[src/hdl/msg_pkg.sv]
// message checksum shared definitions
package msg_pkg;

	// number of independent checksum lanes
	localparam int NUM_LANES = 4;
	// bits needed to name one lane
	localparam int LANE_W = 2;
	// ascii code of digit zero that offsets each decimal digit
	localparam logic [7:0] ASCII_ZERO = 8'h30;

	// one message byte or a running sum
	typedef logic [7:0] byte_t;
	// lane index
	typedef logic [LANE_W-1:0] lane_t;
	// one output character
	typedef logic [7:0] ascii_t;

	// payload byte handed from the splitter to the lanes
	// last set with no strobe means the open frame was aborted
	typedef struct packed {
		byte_t data;
		logic  last;
	} lane_byte_s;

	// finished checksum as three ascii digits
	typedef struct packed {
		ascii_t hundreds;
		ascii_t tens;
		ascii_t ones;
	} result_s;

	// lane conversion FSM
	typedef enum logic [1:0] {
		CONV_IDLE,
		CONV_HUNDREDS,
		CONV_TENS,
		CONV_DONE
	} conv_state_e;

	// serializer FSM with one state per emitted digit
	typedef enum logic [1:0] {
		SER_IDLE,
		SER_SEND_H,
		SER_SEND_T,
		SER_SEND_O
	} ser_state_e;

endpackage

[src/hdl/frame_splitter.sv]
// frame boundary tracker
`timescale 1ns/1ps

module frame_splitter (
	input  logic                          clk,
	input  logic                          rst,
	input  msg_pkg::byte_t                data_i,
	input  logic                          valid_i,
	input  logic                          start_i,
	input  logic                          end_i,
	output logic [msg_pkg::NUM_LANES-1:0] lane_strobe_o,
	output msg_pkg::lane_byte_s           lane_byte_o
);

	// frame currently open
	logic in_frame;
	// lane picked by the start byte
	msg_pkg::lane_t cur_lane;
	// accepted payload byte this cycle
	logic payload;
	// one-hot decode of cur_lane
	logic [msg_pkg::NUM_LANES-1:0] lane_hot;
	// registered payload fields
	msg_pkg::byte_t data_q;
	logic last_q;

	// start byte only selects a lane and is never summed
	assign payload = valid_i && !start_i && in_frame;

	always_comb begin
		lane_hot = '0;
		lane_hot[cur_lane] = 1'b1;
	end

	always_ff @(posedge clk) begin
		if (rst) begin
			in_frame      <= 1'b0;
			cur_lane      <= '0;
			lane_strobe_o <= '0;
			last_q        <= 1'b0;
		end else begin
			// strobe and last are single-cycle pulses
			lane_strobe_o <= '0;
			last_q        <= 1'b0;
			if (valid_i && start_i) begin
				in_frame <= 1'b1;
				cur_lane <= data_i[msg_pkg::LANE_W-1:0];
				// a restart mid-frame sends last without strobe to drop the partial sum
				last_q   <= in_frame;
			end else if (payload) begin
				lane_strobe_o <= lane_hot;
				last_q        <= end_i;
				if (end_i) begin
					in_frame <= 1'b0;
				end
			end
		end
	end

	// payload data register
	always_ff @(posedge clk) begin
		if (payload) begin
			data_q <= data_i;
		end
	end

	assign lane_byte_o.data = data_q;
	assign lane_byte_o.last = last_q;

endmodule

[src/hdl/checksum_lane.sv]
// checksum lane with decimal conversion
`timescale 1ns/1ps

module checksum_lane (
	input  logic                clk,
	input  logic                rst,
	input  logic                strobe_i,
	input  msg_pkg::lane_byte_s byte_i,
	input  logic                take_i,
	output logic                done_o,
	output msg_pkg::result_s    result_o
);

	msg_pkg::conv_state_e state;
	// running sum of the open frame
	msg_pkg::byte_t acc;
	// sum including the byte now arriving
	msg_pkg::byte_t final_sum;
	// frame completes this cycle
	logic frame_end;
	// remainder still to be split into digits
	msg_pkg::byte_t rem;
	// next remainder and tens count in TENS
	msg_pkg::byte_t rem_next;
	logic [3:0] tens_cnt;
	logic [3:0] tens_next;
	// hundreds digit already in ascii
	msg_pkg::ascii_t hund_q;
	msg_pkg::result_s result_q;

	assign final_sum = msg_pkg::byte_t'(acc + byte_i.data);
	assign frame_end = strobe_i && byte_i.last;

	// one subtraction of ten per cycle
	always_comb begin
		rem_next  = rem;
		tens_next = tens_cnt;
		if (rem >= 8'd10) begin
			rem_next  = msg_pkg::byte_t'(rem - 8'd10);
			tens_next = tens_cnt + 4'd1;
		end
	end

	// accumulator
	// last on the shared bus clears it with or without a strobe
	// only the lane of the open frame ever holds a partial sum
	always_ff @(posedge clk) begin
		if (rst) begin
			acc <= '0;
		end else if (byte_i.last) begin
			acc <= '0;
		end else if (strobe_i) begin
			acc <= msg_pkg::byte_t'(acc + byte_i.data);
		end
	end

	// conversion FSM
	// a new frame end restarts conversion from any state
	always_ff @(posedge clk) begin
		if (rst) begin
			state <= msg_pkg::CONV_IDLE;
		end else if (frame_end) begin
			state <= msg_pkg::CONV_HUNDREDS;
		end else begin
			case (state)
				msg_pkg::CONV_HUNDREDS: begin
					state <= msg_pkg::CONV_TENS;
				end
				msg_pkg::CONV_TENS: begin
					// leave as soon as the remainder is a single digit
					if (rem_next < 8'd10) begin
						state <= msg_pkg::CONV_DONE;
					end
				end
				msg_pkg::CONV_DONE: begin
					// hold the result until the serializer takes it
					if (take_i) begin
						state <= msg_pkg::CONV_IDLE;
					end
				end
				default: begin
					state <= msg_pkg::CONV_IDLE;
				end
			endcase
		end
	end

	// digit datapath
	always_ff @(posedge clk) begin
		if (frame_end) begin
			rem <= final_sum;
		end else if (state == msg_pkg::CONV_HUNDREDS) begin
			tens_cnt <= '0;
			// two compares give the hundreds digit
			if (rem >= 8'd200) begin
				hund_q <= msg_pkg::ASCII_ZERO + 8'd2;
				rem    <= msg_pkg::byte_t'(rem - 8'd200);
			end else if (rem >= 8'd100) begin
				hund_q <= msg_pkg::ASCII_ZERO + 8'd1;
				rem    <= msg_pkg::byte_t'(rem - 8'd100);
			end else begin
				hund_q <= msg_pkg::ASCII_ZERO;
			end
		end else if (state == msg_pkg::CONV_TENS) begin
			rem      <= rem_next;
			tens_cnt <= tens_next;
			if (rem_next < 8'd10) begin
				result_q.hundreds <= hund_q;
				result_q.tens     <= msg_pkg::ASCII_ZERO + {4'd0, tens_next};
				// what is left over is the ones digit
				result_q.ones     <= msg_pkg::ASCII_ZERO + rem_next;
			end
		end
	end

	assign done_o   = (state == msg_pkg::CONV_DONE);
	assign result_o = result_q;

endmodule

[src/hdl/digit_serializer.sv]
// round-robin digit serializer
`timescale 1ns/1ps

module digit_serializer (
	input  logic                                              clk,
	input  logic                                              rst,
	input  logic             [msg_pkg::NUM_LANES-1:0]         done_i,
	input  msg_pkg::result_s [msg_pkg::NUM_LANES-1:0]         result_i,
	output logic             [msg_pkg::NUM_LANES-1:0]         take_o,
	output msg_pkg::ascii_t                                   char_o,
	output logic                                              char_valid_o,
	output msg_pkg::lane_t                                    char_lane_o
);

	msg_pkg::ser_state_e state;
	// lane with the highest priority next time
	msg_pkg::lane_t ptr;
	// arbiter result
	msg_pkg::lane_t pick;
	msg_pkg::lane_t idx;
	logic found;
	logic [msg_pkg::NUM_LANES-1:0] pick_hot;
	// lane being served for the whole burst
	msg_pkg::lane_t sel_lane;
	// result captured in the take cycle
	msg_pkg::result_s res_q;

	// first finished lane at or after ptr with wraparound
	always_comb begin
		pick  = ptr;
		found = 1'b0;
		idx   = ptr;
		for (int i = 0; i < msg_pkg::NUM_LANES; i++) begin
			idx = msg_pkg::lane_t'((int'(ptr) + i) % msg_pkg::NUM_LANES);
			if (!found && done_i[idx]) begin
				pick  = idx;
				found = 1'b1;
			end
		end
		pick_hot       = '0;
		pick_hot[pick] = 1'b1;
	end

	always_ff @(posedge clk) begin
		if (rst) begin
			state        <= msg_pkg::SER_IDLE;
			ptr          <= '0;
			sel_lane     <= '0;
			take_o       <= '0;
			char_valid_o <= 1'b0;
		end else begin
			take_o       <= '0;
			char_valid_o <= 1'b0;
			case (state)
				msg_pkg::SER_IDLE: begin
					if (|done_i) begin
						// take pulses in the next cycle
						take_o   <= pick_hot;
						sel_lane <= pick;
						ptr      <= msg_pkg::lane_t'((int'(pick) + 1) % msg_pkg::NUM_LANES);
						state    <= msg_pkg::SER_SEND_H;
					end
				end
				msg_pkg::SER_SEND_H: begin
					char_valid_o <= 1'b1;
					state        <= msg_pkg::SER_SEND_T;
				end
				msg_pkg::SER_SEND_T: begin
					char_valid_o <= 1'b1;
					state        <= msg_pkg::SER_SEND_O;
				end
				msg_pkg::SER_SEND_O: begin
					// going back to IDLE after the last digit leaves a gap before the next burst
					char_valid_o <= 1'b1;
					state        <= msg_pkg::SER_IDLE;
				end
				default: begin
					state <= msg_pkg::SER_IDLE;
				end
			endcase
		end
	end

	// character path
	always_ff @(posedge clk) begin
		case (state)
			msg_pkg::SER_SEND_H: begin
				// the lane still holds its result while take is high
				res_q  <= result_i[sel_lane];
				char_o <= result_i[sel_lane].hundreds;
			end
			msg_pkg::SER_SEND_T: begin
				char_o <= res_q.tens;
			end
			msg_pkg::SER_SEND_O: begin
				char_o <= res_q.ones;
			end
			default: begin
				char_o <= char_o;
			end
		endcase
	end

	assign char_lane_o = sel_lane;

endmodule

[src/hdl/msg_checksum_top.sv]
// message checksum top level
`timescale 1ns/1ps

module msg_checksum_top (
	input  logic            clk,
	input  logic            rst,
	input  msg_pkg::byte_t  data_i,
	input  logic            valid_i,
	input  logic            start_i,
	input  logic            end_i,
	output msg_pkg::ascii_t char_o,
	output logic            char_valid_o,
	output msg_pkg::lane_t  char_lane_o
);

	// splitter to lanes
	logic [msg_pkg::NUM_LANES-1:0] lane_strobe;
	msg_pkg::lane_byte_s lane_byte;
	// lanes to serializer
	logic [msg_pkg::NUM_LANES-1:0] lane_done;
	msg_pkg::result_s [msg_pkg::NUM_LANES-1:0] lane_result;
	// serializer back to lanes
	logic [msg_pkg::NUM_LANES-1:0] lane_take;

	frame_splitter u_splitter (
		.clk           (clk),
		.rst           (rst),
		.data_i        (data_i),
		.valid_i       (valid_i),
		.start_i       (start_i),
		.end_i         (end_i),
		.lane_strobe_o (lane_strobe),
		.lane_byte_o   (lane_byte)
	);

	// one lane per strobe bit, all sharing the payload bus
	for (genvar g = 0; g < msg_pkg::NUM_LANES; g++) begin : g_lane
		checksum_lane u_lane (
			.clk      (clk),
			.rst      (rst),
			.strobe_i (lane_strobe[g]),
			.byte_i   (lane_byte),
			.take_i   (lane_take[g]),
			.done_o   (lane_done[g]),
			.result_o (lane_result[g])
		);
	end

	digit_serializer u_serializer (
		.clk          (clk),
		.rst          (rst),
		.done_i       (lane_done),
		.result_i     (lane_result),
		.take_o       (lane_take),
		.char_o       (char_o),
		.char_valid_o (char_valid_o),
		.char_lane_o  (char_lane_o)
	);

endmodule

[config.mk]
export PLATFORM = sky130hd
export DESIGN_NAME = msg_checksum_top
export DESIGN_NICKNAME = d
export VERILOG_FILES = /design/src/hdl/msg_pkg.sv /design/src/hdl/frame_splitter.sv /design/src/hdl/checksum_lane.sv /design/src/hdl/digit_serializer.sv /design/src/hdl/msg_checksum_top.sv
export SDC_FILE = /design/constraint.sdc
export NUM_CORES = 1
export LEC_CHECK = 0
export BUFFER_PORTS_ARGS = -buffer_cell sky130_fd_sc_hd__buf_2
export CAP_MARGIN = 15
export CORE_ASPECT_RATIO = 1.4
export CORE_MARGIN = 4
export CORE_UTILIZATION = 55
export DETAILED_ROUTE_END_ITERATION = 16
export PLACE_DENSITY = 0.7
export SYNTH_ARGS = -nofsm -noshare
export SYNTH_HDL_FRONTEND = slang
export SYNTH_SLANG_ARGS = --single-unit
export TNS_END_PERCENT = 20
[constraint.sdc]
create_clock -name clk -period 7.7 [get_ports clk]
set_input_delay 0.385 -clock clk [delete_from_list [all_inputs] [get_ports clk]]
set_output_delay 0.385 -clock clk [all_outputs]
set_load 0.02 [all_outputs]
After elaboration in Yosys (flattened, before gate mapping) --
Cells that the tools add are included.
Operators by class: add/sub/neg operators 32, bitwise operators 11, eq/ne operators 36, multiplexer cells 81, magnitude comparators 25, reductions and logical operators 63
Operator list (count):
- 8-bit two-way mux | 24
- 24-bit binary-select mux with 2-bit select | 1
- 2-bit AND reduction | 22
- 6-bit by 8-bit adder with 8-bit output, first input constant | 4
- 8-bit adder | 4
- 8-bit by 4-bit greater-or-equal comparator with 1-bit output, second input constant | 4
- 8-bit by 7-bit greater-or-equal comparator with 1-bit output, second input constant | 4
- 8-bit greater-or-equal comparator, second input constant | 4
- 8-bit by 4-bit < comparator with 1-bit output, second input constant | 4
- 4-bit two-way mux | 8
- 8-bit by 4-bit subtractor with 8-bit output, second input constant | 4
- 8-bit by 7-bit subtractor with 8-bit output, second input constant | 4
- 8-bit subtractor, second input constant | 4
- 6-bit by 4-bit adder with 7-bit output, first input constant | 4
- 2-bit two-way mux | 12
- 24-bit two-way mux | 1
- 2-bit case mux with 3 select lines | 4
- 8-bit case mux with 3 select lines | 1
- 1-bit two-way mux | 23
- 2-bit by 3-bit < comparator with 1-bit output, second input constant | 7
- 2-bit equality test, second input constant | 10
- 2-bit by 1-bit inequality test with 1-bit output, second input constant | 9
- 4-bit by 1-bit adder with 4-bit output, second input constant | 4
- 4-bit by 3-bit inequality test with 1-bit output, second input constant | 4
- other kinds (19) | 78
Storage, ports and cells: register bits 267, bits of input ports 13, word-level logic and storage cells 297, output and inout bits 11

Depth between registers and ports, before layout --
word-level depth 17, depth in mapped cells 13, mapped depth without buffers 12

Cells and area by module --
Synthesis repeated with hierarchy kept, for this count alone.
Unflattened totals: cells, all modules 1246, area total of the unflattened synthesis 12988.7 µm²
Modules (own cells, without submodules):
- checksum_lane (g_lane[0].u_lane ...) | cells each 271, area an instance 2631.3 µm², times used 2, seq. area each 1041.0 µm²
- checksum_lane (g_lane[3].u_lane) | cells each 266, area an instance 2618.8 µm², times used 1, seq. area each 1041.0 µm²
- checksum_lane (g_lane[2].u_lane) | cells each 257, area an instance 2538.7 µm², times used 1, seq. area each 1041.0 µm²
- digit_serializer | cells each 143, area an instance 2004.4 µm², times used 1, seq. area each 940.9 µm²
- frame_splitter | cells each 38, area an instance 564.3 µm², times used 1, seq. area each 400.4 µm²

Worst setup path after synthesis --
Ideal clock, no wire load.
path kind flip-flop to flip-flop, start register g_lane[1].u_lane.rem[4], end register g_lane[1].u_lane.result_q, in the netlist g_lane[1].u_lane.result_o[0] (enable), setup slack 4640 ps, setup time 384 ps, buffers on the path 1, data arrival time 2676 ps, clock period less this slack 3060 ps, cell stages (with the launch flop) 12, required time 7316 ps, cells stage by stage edfxtp_1 clkbuf_1 inv_1 ha_1 nor2b_1 nor2_1 nand2_1 xor2_1 ha_1 o311a_1 a211o_1 nor2_1
Between the ends: word-level cells in the longest chain between the ends 4, elaborated cells between the ends (all ways) 5, classes of those cells add/sub (1); order compare (2); mux (1); reduce/logical (1)
RTL lines:
- start, declared | RTL line checksum_lane.sv:22 | msg_pkg::byte_t rem;
- start signal, assigned | RTL line checksum_lane.sv:91 | rem <= final_sum;
- start signal, assigned | RTL line checksum_lane.sv:97 | rem <= msg_pkg::byte_t'(rem - 8'd200);
- start signal, assigned | RTL line checksum_lane.sv:100 | rem <= msg_pkg::byte_t'(rem - 8'd100);
- 8-bit by 4-bit subtractor with 8-bit output / 8-bit by 4-bit greater-or-equal comparator with 1-bit output (equally long branches) | RTL line checksum_lane.sv:39, checksum_lane.sv:38
- 8-bit two-way mux * | RTL line checksum_lane.sv:38 | if (rem >= 8'd10) begin
- 8-bit by 4-bit < comparator with 1-bit output * | RTL line checksum_lane.sv:107 | if (rem_next < 8'd10) begin
- 4-bit AND reduction (no source line) *
- end, declared | RTL line checksum_lane.sv:29 | msg_pkg::result_s result_q;
Every way passes the cells marked *; elsewhere a longest branch is shown, timed or not. A chain may end at the register's enable or synchronous reset.

Final worst setup path --
start register g_lane[2].u_lane.rem[4], end register g_lane[2].u_lane.result_q, in the netlist g_lane[2].u_lane.result_o[11] (enable)
Between the ends: word-level cells in the longest chain between the ends 4, elaborated cells between the ends (all ways) 5, classes of those cells add/sub (1); order compare (2); mux (1); reduce/logical (1)
RTL lines (RTL line):
- start, declared | checksum_lane.sv:22
- start signal, assigned | checksum_lane.sv:91
- start signal, assigned | checksum_lane.sv:97
- start signal, assigned | checksum_lane.sv:100
- 8-bit by 4-bit subtractor with 8-bit output / 8-bit by 4-bit greater-or-equal comparator with 1-bit output (equally long branches) | checksum_lane.sv:39, checksum_lane.sv:38
- 8-bit two-way mux * | checksum_lane.sv:38
- 8-bit by 4-bit < comparator with 1-bit output * | checksum_lane.sv:107
- 4-bit AND reduction (no source line) *
- end, declared | checksum_lane.sv:29
Marks and branches as above.

==> impl_metrics.toml <==
[clock_network]
cts_buffer_depth = 2
clk_latency_ns = 0.44
ctsHoldBuffers = 0
cts_tree = "built"
post_cts_resized = 0
clk_transition_reported_paths_ns = 0.07
cts_setup_buffers = 0
clock-sinks = 199
cts_buffers = 17
cts_root_buf = "clkbuf_16"
htree_levels = 4

[pwr]
p_seq_share_pct = 54.9
irDropWorstVdd_uv = 188
combPwrFrac_pct = 4.0
p_sw_share_pct = 22.0
power_density_mw_per_mm2 = 171
p_sw_w = 0.000475
power_frac_clock_pct = 41.1
p_int_w = 0.00168
cellLeakagePower_nw = 4.72
finalPower_w = 0.00216

[worst_setup_path]
path_max_fanout = 14
cpMaxStageDelayCell = "and3_1"
worstSetupPathType = "flip-flop to flip-flop"
cp.arrival_ns = 3.58
required_ns = 7.77
end_kind = "flip-flop"
max_stage_delay_ns = 0.63
crit_chain = "inv_1 > ha_1 > nor2b_1 > o21ai_0 > nand2_1 > nand2_1 > ha_1 > o21ai_0 > mux2i_1 > a2111oi_1 > and3_1"
critPathLaunchType = "flip-flop"

[timing]
fin_crit_sh_pct = 45.6
slew_viol_final = 0
fin_crit_ns = 3.51
skew_ns = 0.00839
rsz0062_at_grt = "false"
fmax_mhz = 285
whs_ns = 0.120
relSlewSlack_pct = 28.8
tns_ns = 0
setup-violations-final = 0
finalHoldViolCount = 0
worst_pin_slew_ns = 1.06

[layout]
n_antenna_cell = 0
multi_input_area_mm2 = 0.00598
final_cell_area_mm2 = 0.0126
syn2layout_area_growth_pct = 6.77
layout-drive-gt1-share_pct = 8.21
seq_area_mm2 = 0.00539
final_core_util_pct = 59.7
nets = 1242
nFillCells = 1807

[yosys]
synth_seq_area_share_pct = 45.6
synth.most_common_cell = "edfxtp_1"
synth-edff-count = 140
synth_top_area_share_pct = 35.6
synth_area_leaders = "edfxtp_1 36%, dfxtp_1 10%, ha_1 9.8%"
synth_area_leader_cell = "edfxtp_1"
yosysUniqueCellTypes = 75
ys_ff_latch = 199
synth_area_mm2 = 0.0118
synth_common_cells = "140 x edfxtp_1, 102 x nor2_1, 93 x ha_1"
synthArstFlopShare_pct = 0
synth_area_per_cell_um2 = 10.4
ys.flop_type = "edfxtp_1"
synth_nets = 1246
syn_inst = 1136
synth_warnings = 0

[floorplanning]
coreArea_mm2 = 0.0211
start_util_pct = 55.9
chipWidth_um = 132
num_io_pins = 24
die_area_mm2 = 0.0239
rows = 63
die_h_um = 181

[global_route]
grtUsageTotal_pct = 21.9
gr-total-overflow = 0
grt_pass1_wl_mm = 41.8
grt_max_degree = 30
antenna_found_initial = 0
grt_pass1_vias = 8158

[placed_design]
place.gp.congestion = 0.901
numPortBuffers = 23
place_area_mm2 = 0.0120
hpwl_mm = 19.5

[routing]
viasPerCell = 5.97
via_count = 8392
antenna_left = 0
drtPass1Iterations = 5
wl_mm = 25.6
detail_route.wl_per_cell_um = 18.2
drc = 0
drt-initial-drc-count = 599

[outcome]
status = "finished, final reports clean"

[worst_hold_path]
hold_path.class = "input pin to flip-flop"

[flow_run]
max_cap_violations = 0
[worst max-delay path: cells and delay by family, from the launching register on]
| kind | cells | cell delay, ns |
|---|---|---|
| buffers and inverters | 1 | 0.26 |
| flip-flops | 1 | 0.54 |
| multiplexers | 1 | 0.08 |
| AND/OR/NAND/NOR | 4 | 1.04 |
| AO/OA/AOI/OAI | 3 | 0.77 |
| adder cells (fa/ha/maj) | 2 | 0.44 |
[logic make-up (layout without fill, tap and decap cells)]
kind of cell | after synthesis | count (layout) | share of synthesized area [%]
muxes | 51 | 51 | 5.88
and+or+nand+nor | 364 | 364 | 15.4
xor gates and xnor gates | 57 | 57 | 4.60
buffers and inverters | 106 | 115 | 3.84
adders and majority gates | 97 | 97 | 10.5
AOI/OAI and AO/OA | 262 | 262 | 14.2
DFF | 199 | 199 | 45.6
[cell type report]
cell class	count	share of cell area, %
timing repair buffer	25	1.03
inverter	58	1.73
sequential	199	42.7
multi-input combinational	831	47.4
clock inverter	12	1.14
clock buffer	20	3.46
tap	260	2.58
[routing by layer]
metal	global-route usage (%)	part of all wire, %	vias to the layer above
li1	-	-	4137
met1	26.2	40	3977
met2	39.4	52	229
met3	3.66	4.2	49
met4	8.32	3.1	0
met5	0	0	-
[metrics by stage]
step	cells	setup WS (ns)
3_3_place_gp	1373	4.26
5_1_grt	1405	3.89
3_5_place_dp	1373	4.22
6_report	1405	4.19
4_1_cts	1405	4.19
2_1_floorplan	1136	4.64
[cells in the final DEF, fill, tap and decap left out, types with 5 or more instances in the layout]
cell type	Yosys	routed
o211ai_1	7	7
nand2_1	90	90
and3_1	10	10
inv_1	54	54
buf_2	2	23
clkinv_1	4	5
o21a_1	11	11
nand3_1	15	15
o31ai_1	8	8
dfxtp_1	59	59
a21oi_1	71	71
a211oi_1	11	11
ha_1	93	93
a31oi_1	15	15
clkbuf_16	0	17
or3_1	8	8
mux4_2	14	14
or2_2	5	5
xor2_1	22	22
nand2b_1	15	15
nor4_1	9	9
o221ai_1	5	5
a21o_1	19	19
nand4_1	5	5
o22ai_1	6	6
xnor2_1	32	32
mux2i_1	30	30
nand3b_1	10	10
o21ai_0	66	66
edfxtp_1	140	140
mux2_2	7	7
nor3_1	24	24
nor2_1	102	102
nor2b_1	36	36
a21boi_0	5	5
nor3b_1	5	5
and2_1	13	13
[power by group through the flow]
stage | combinational, W | sequential (W) | clock (W)
2_1_floorplan | 0.0000501 | 0.00122 | 0
3_3_place_gp | 0.0000872 | 0.00121 | 0
3_5_place_dp | 0.0000886 | 0.00121 | 0
4_1_cts | 0.0000889 | 0.00119 | 0.000900
5_1_grt | 0.0000974 | 0.00119 | 0.000953
6_report | 0.0000866 | 0.00119 | 0.000886
[sequential cells by signal, summed over array words and instances (netlist names), 4 cells and up]
register	cells
g_lane.u_lane.state	8
u_serializer.char_o	8
g_lane.u_lane.rem	32
g_lane.u_lane.hund_q	8
g_lane.u_lane.acc	32
g_lane.u_lane.tens_cnt	16
u_serializer.take_o	4
u_serializer.res_q	12
g_lane.u_lane.result_o	56
u_splitter.data_q	8
u_splitter.lane_strobe_o	4
[path summary, 6_finish.rpt]
path	start	end	slack, ns	cells after the start
max	g_lane[2].u_lane.rem[4]	g_lane[2].u_lane.result_o[11]	4.19	11
min	data_i[3]	u_splitter.data_q[3]	0.12	1
max reg2reg	g_lane[2].u_lane.rem[4]	g_lane[2].u_lane.result_o[11]	4.19	11
min reg2reg	g_lane[3].u_lane.hund_q[1]	g_lane[3].u_lane.result_o[17]	0.42	0
Power figures use the tool's default switching activity.
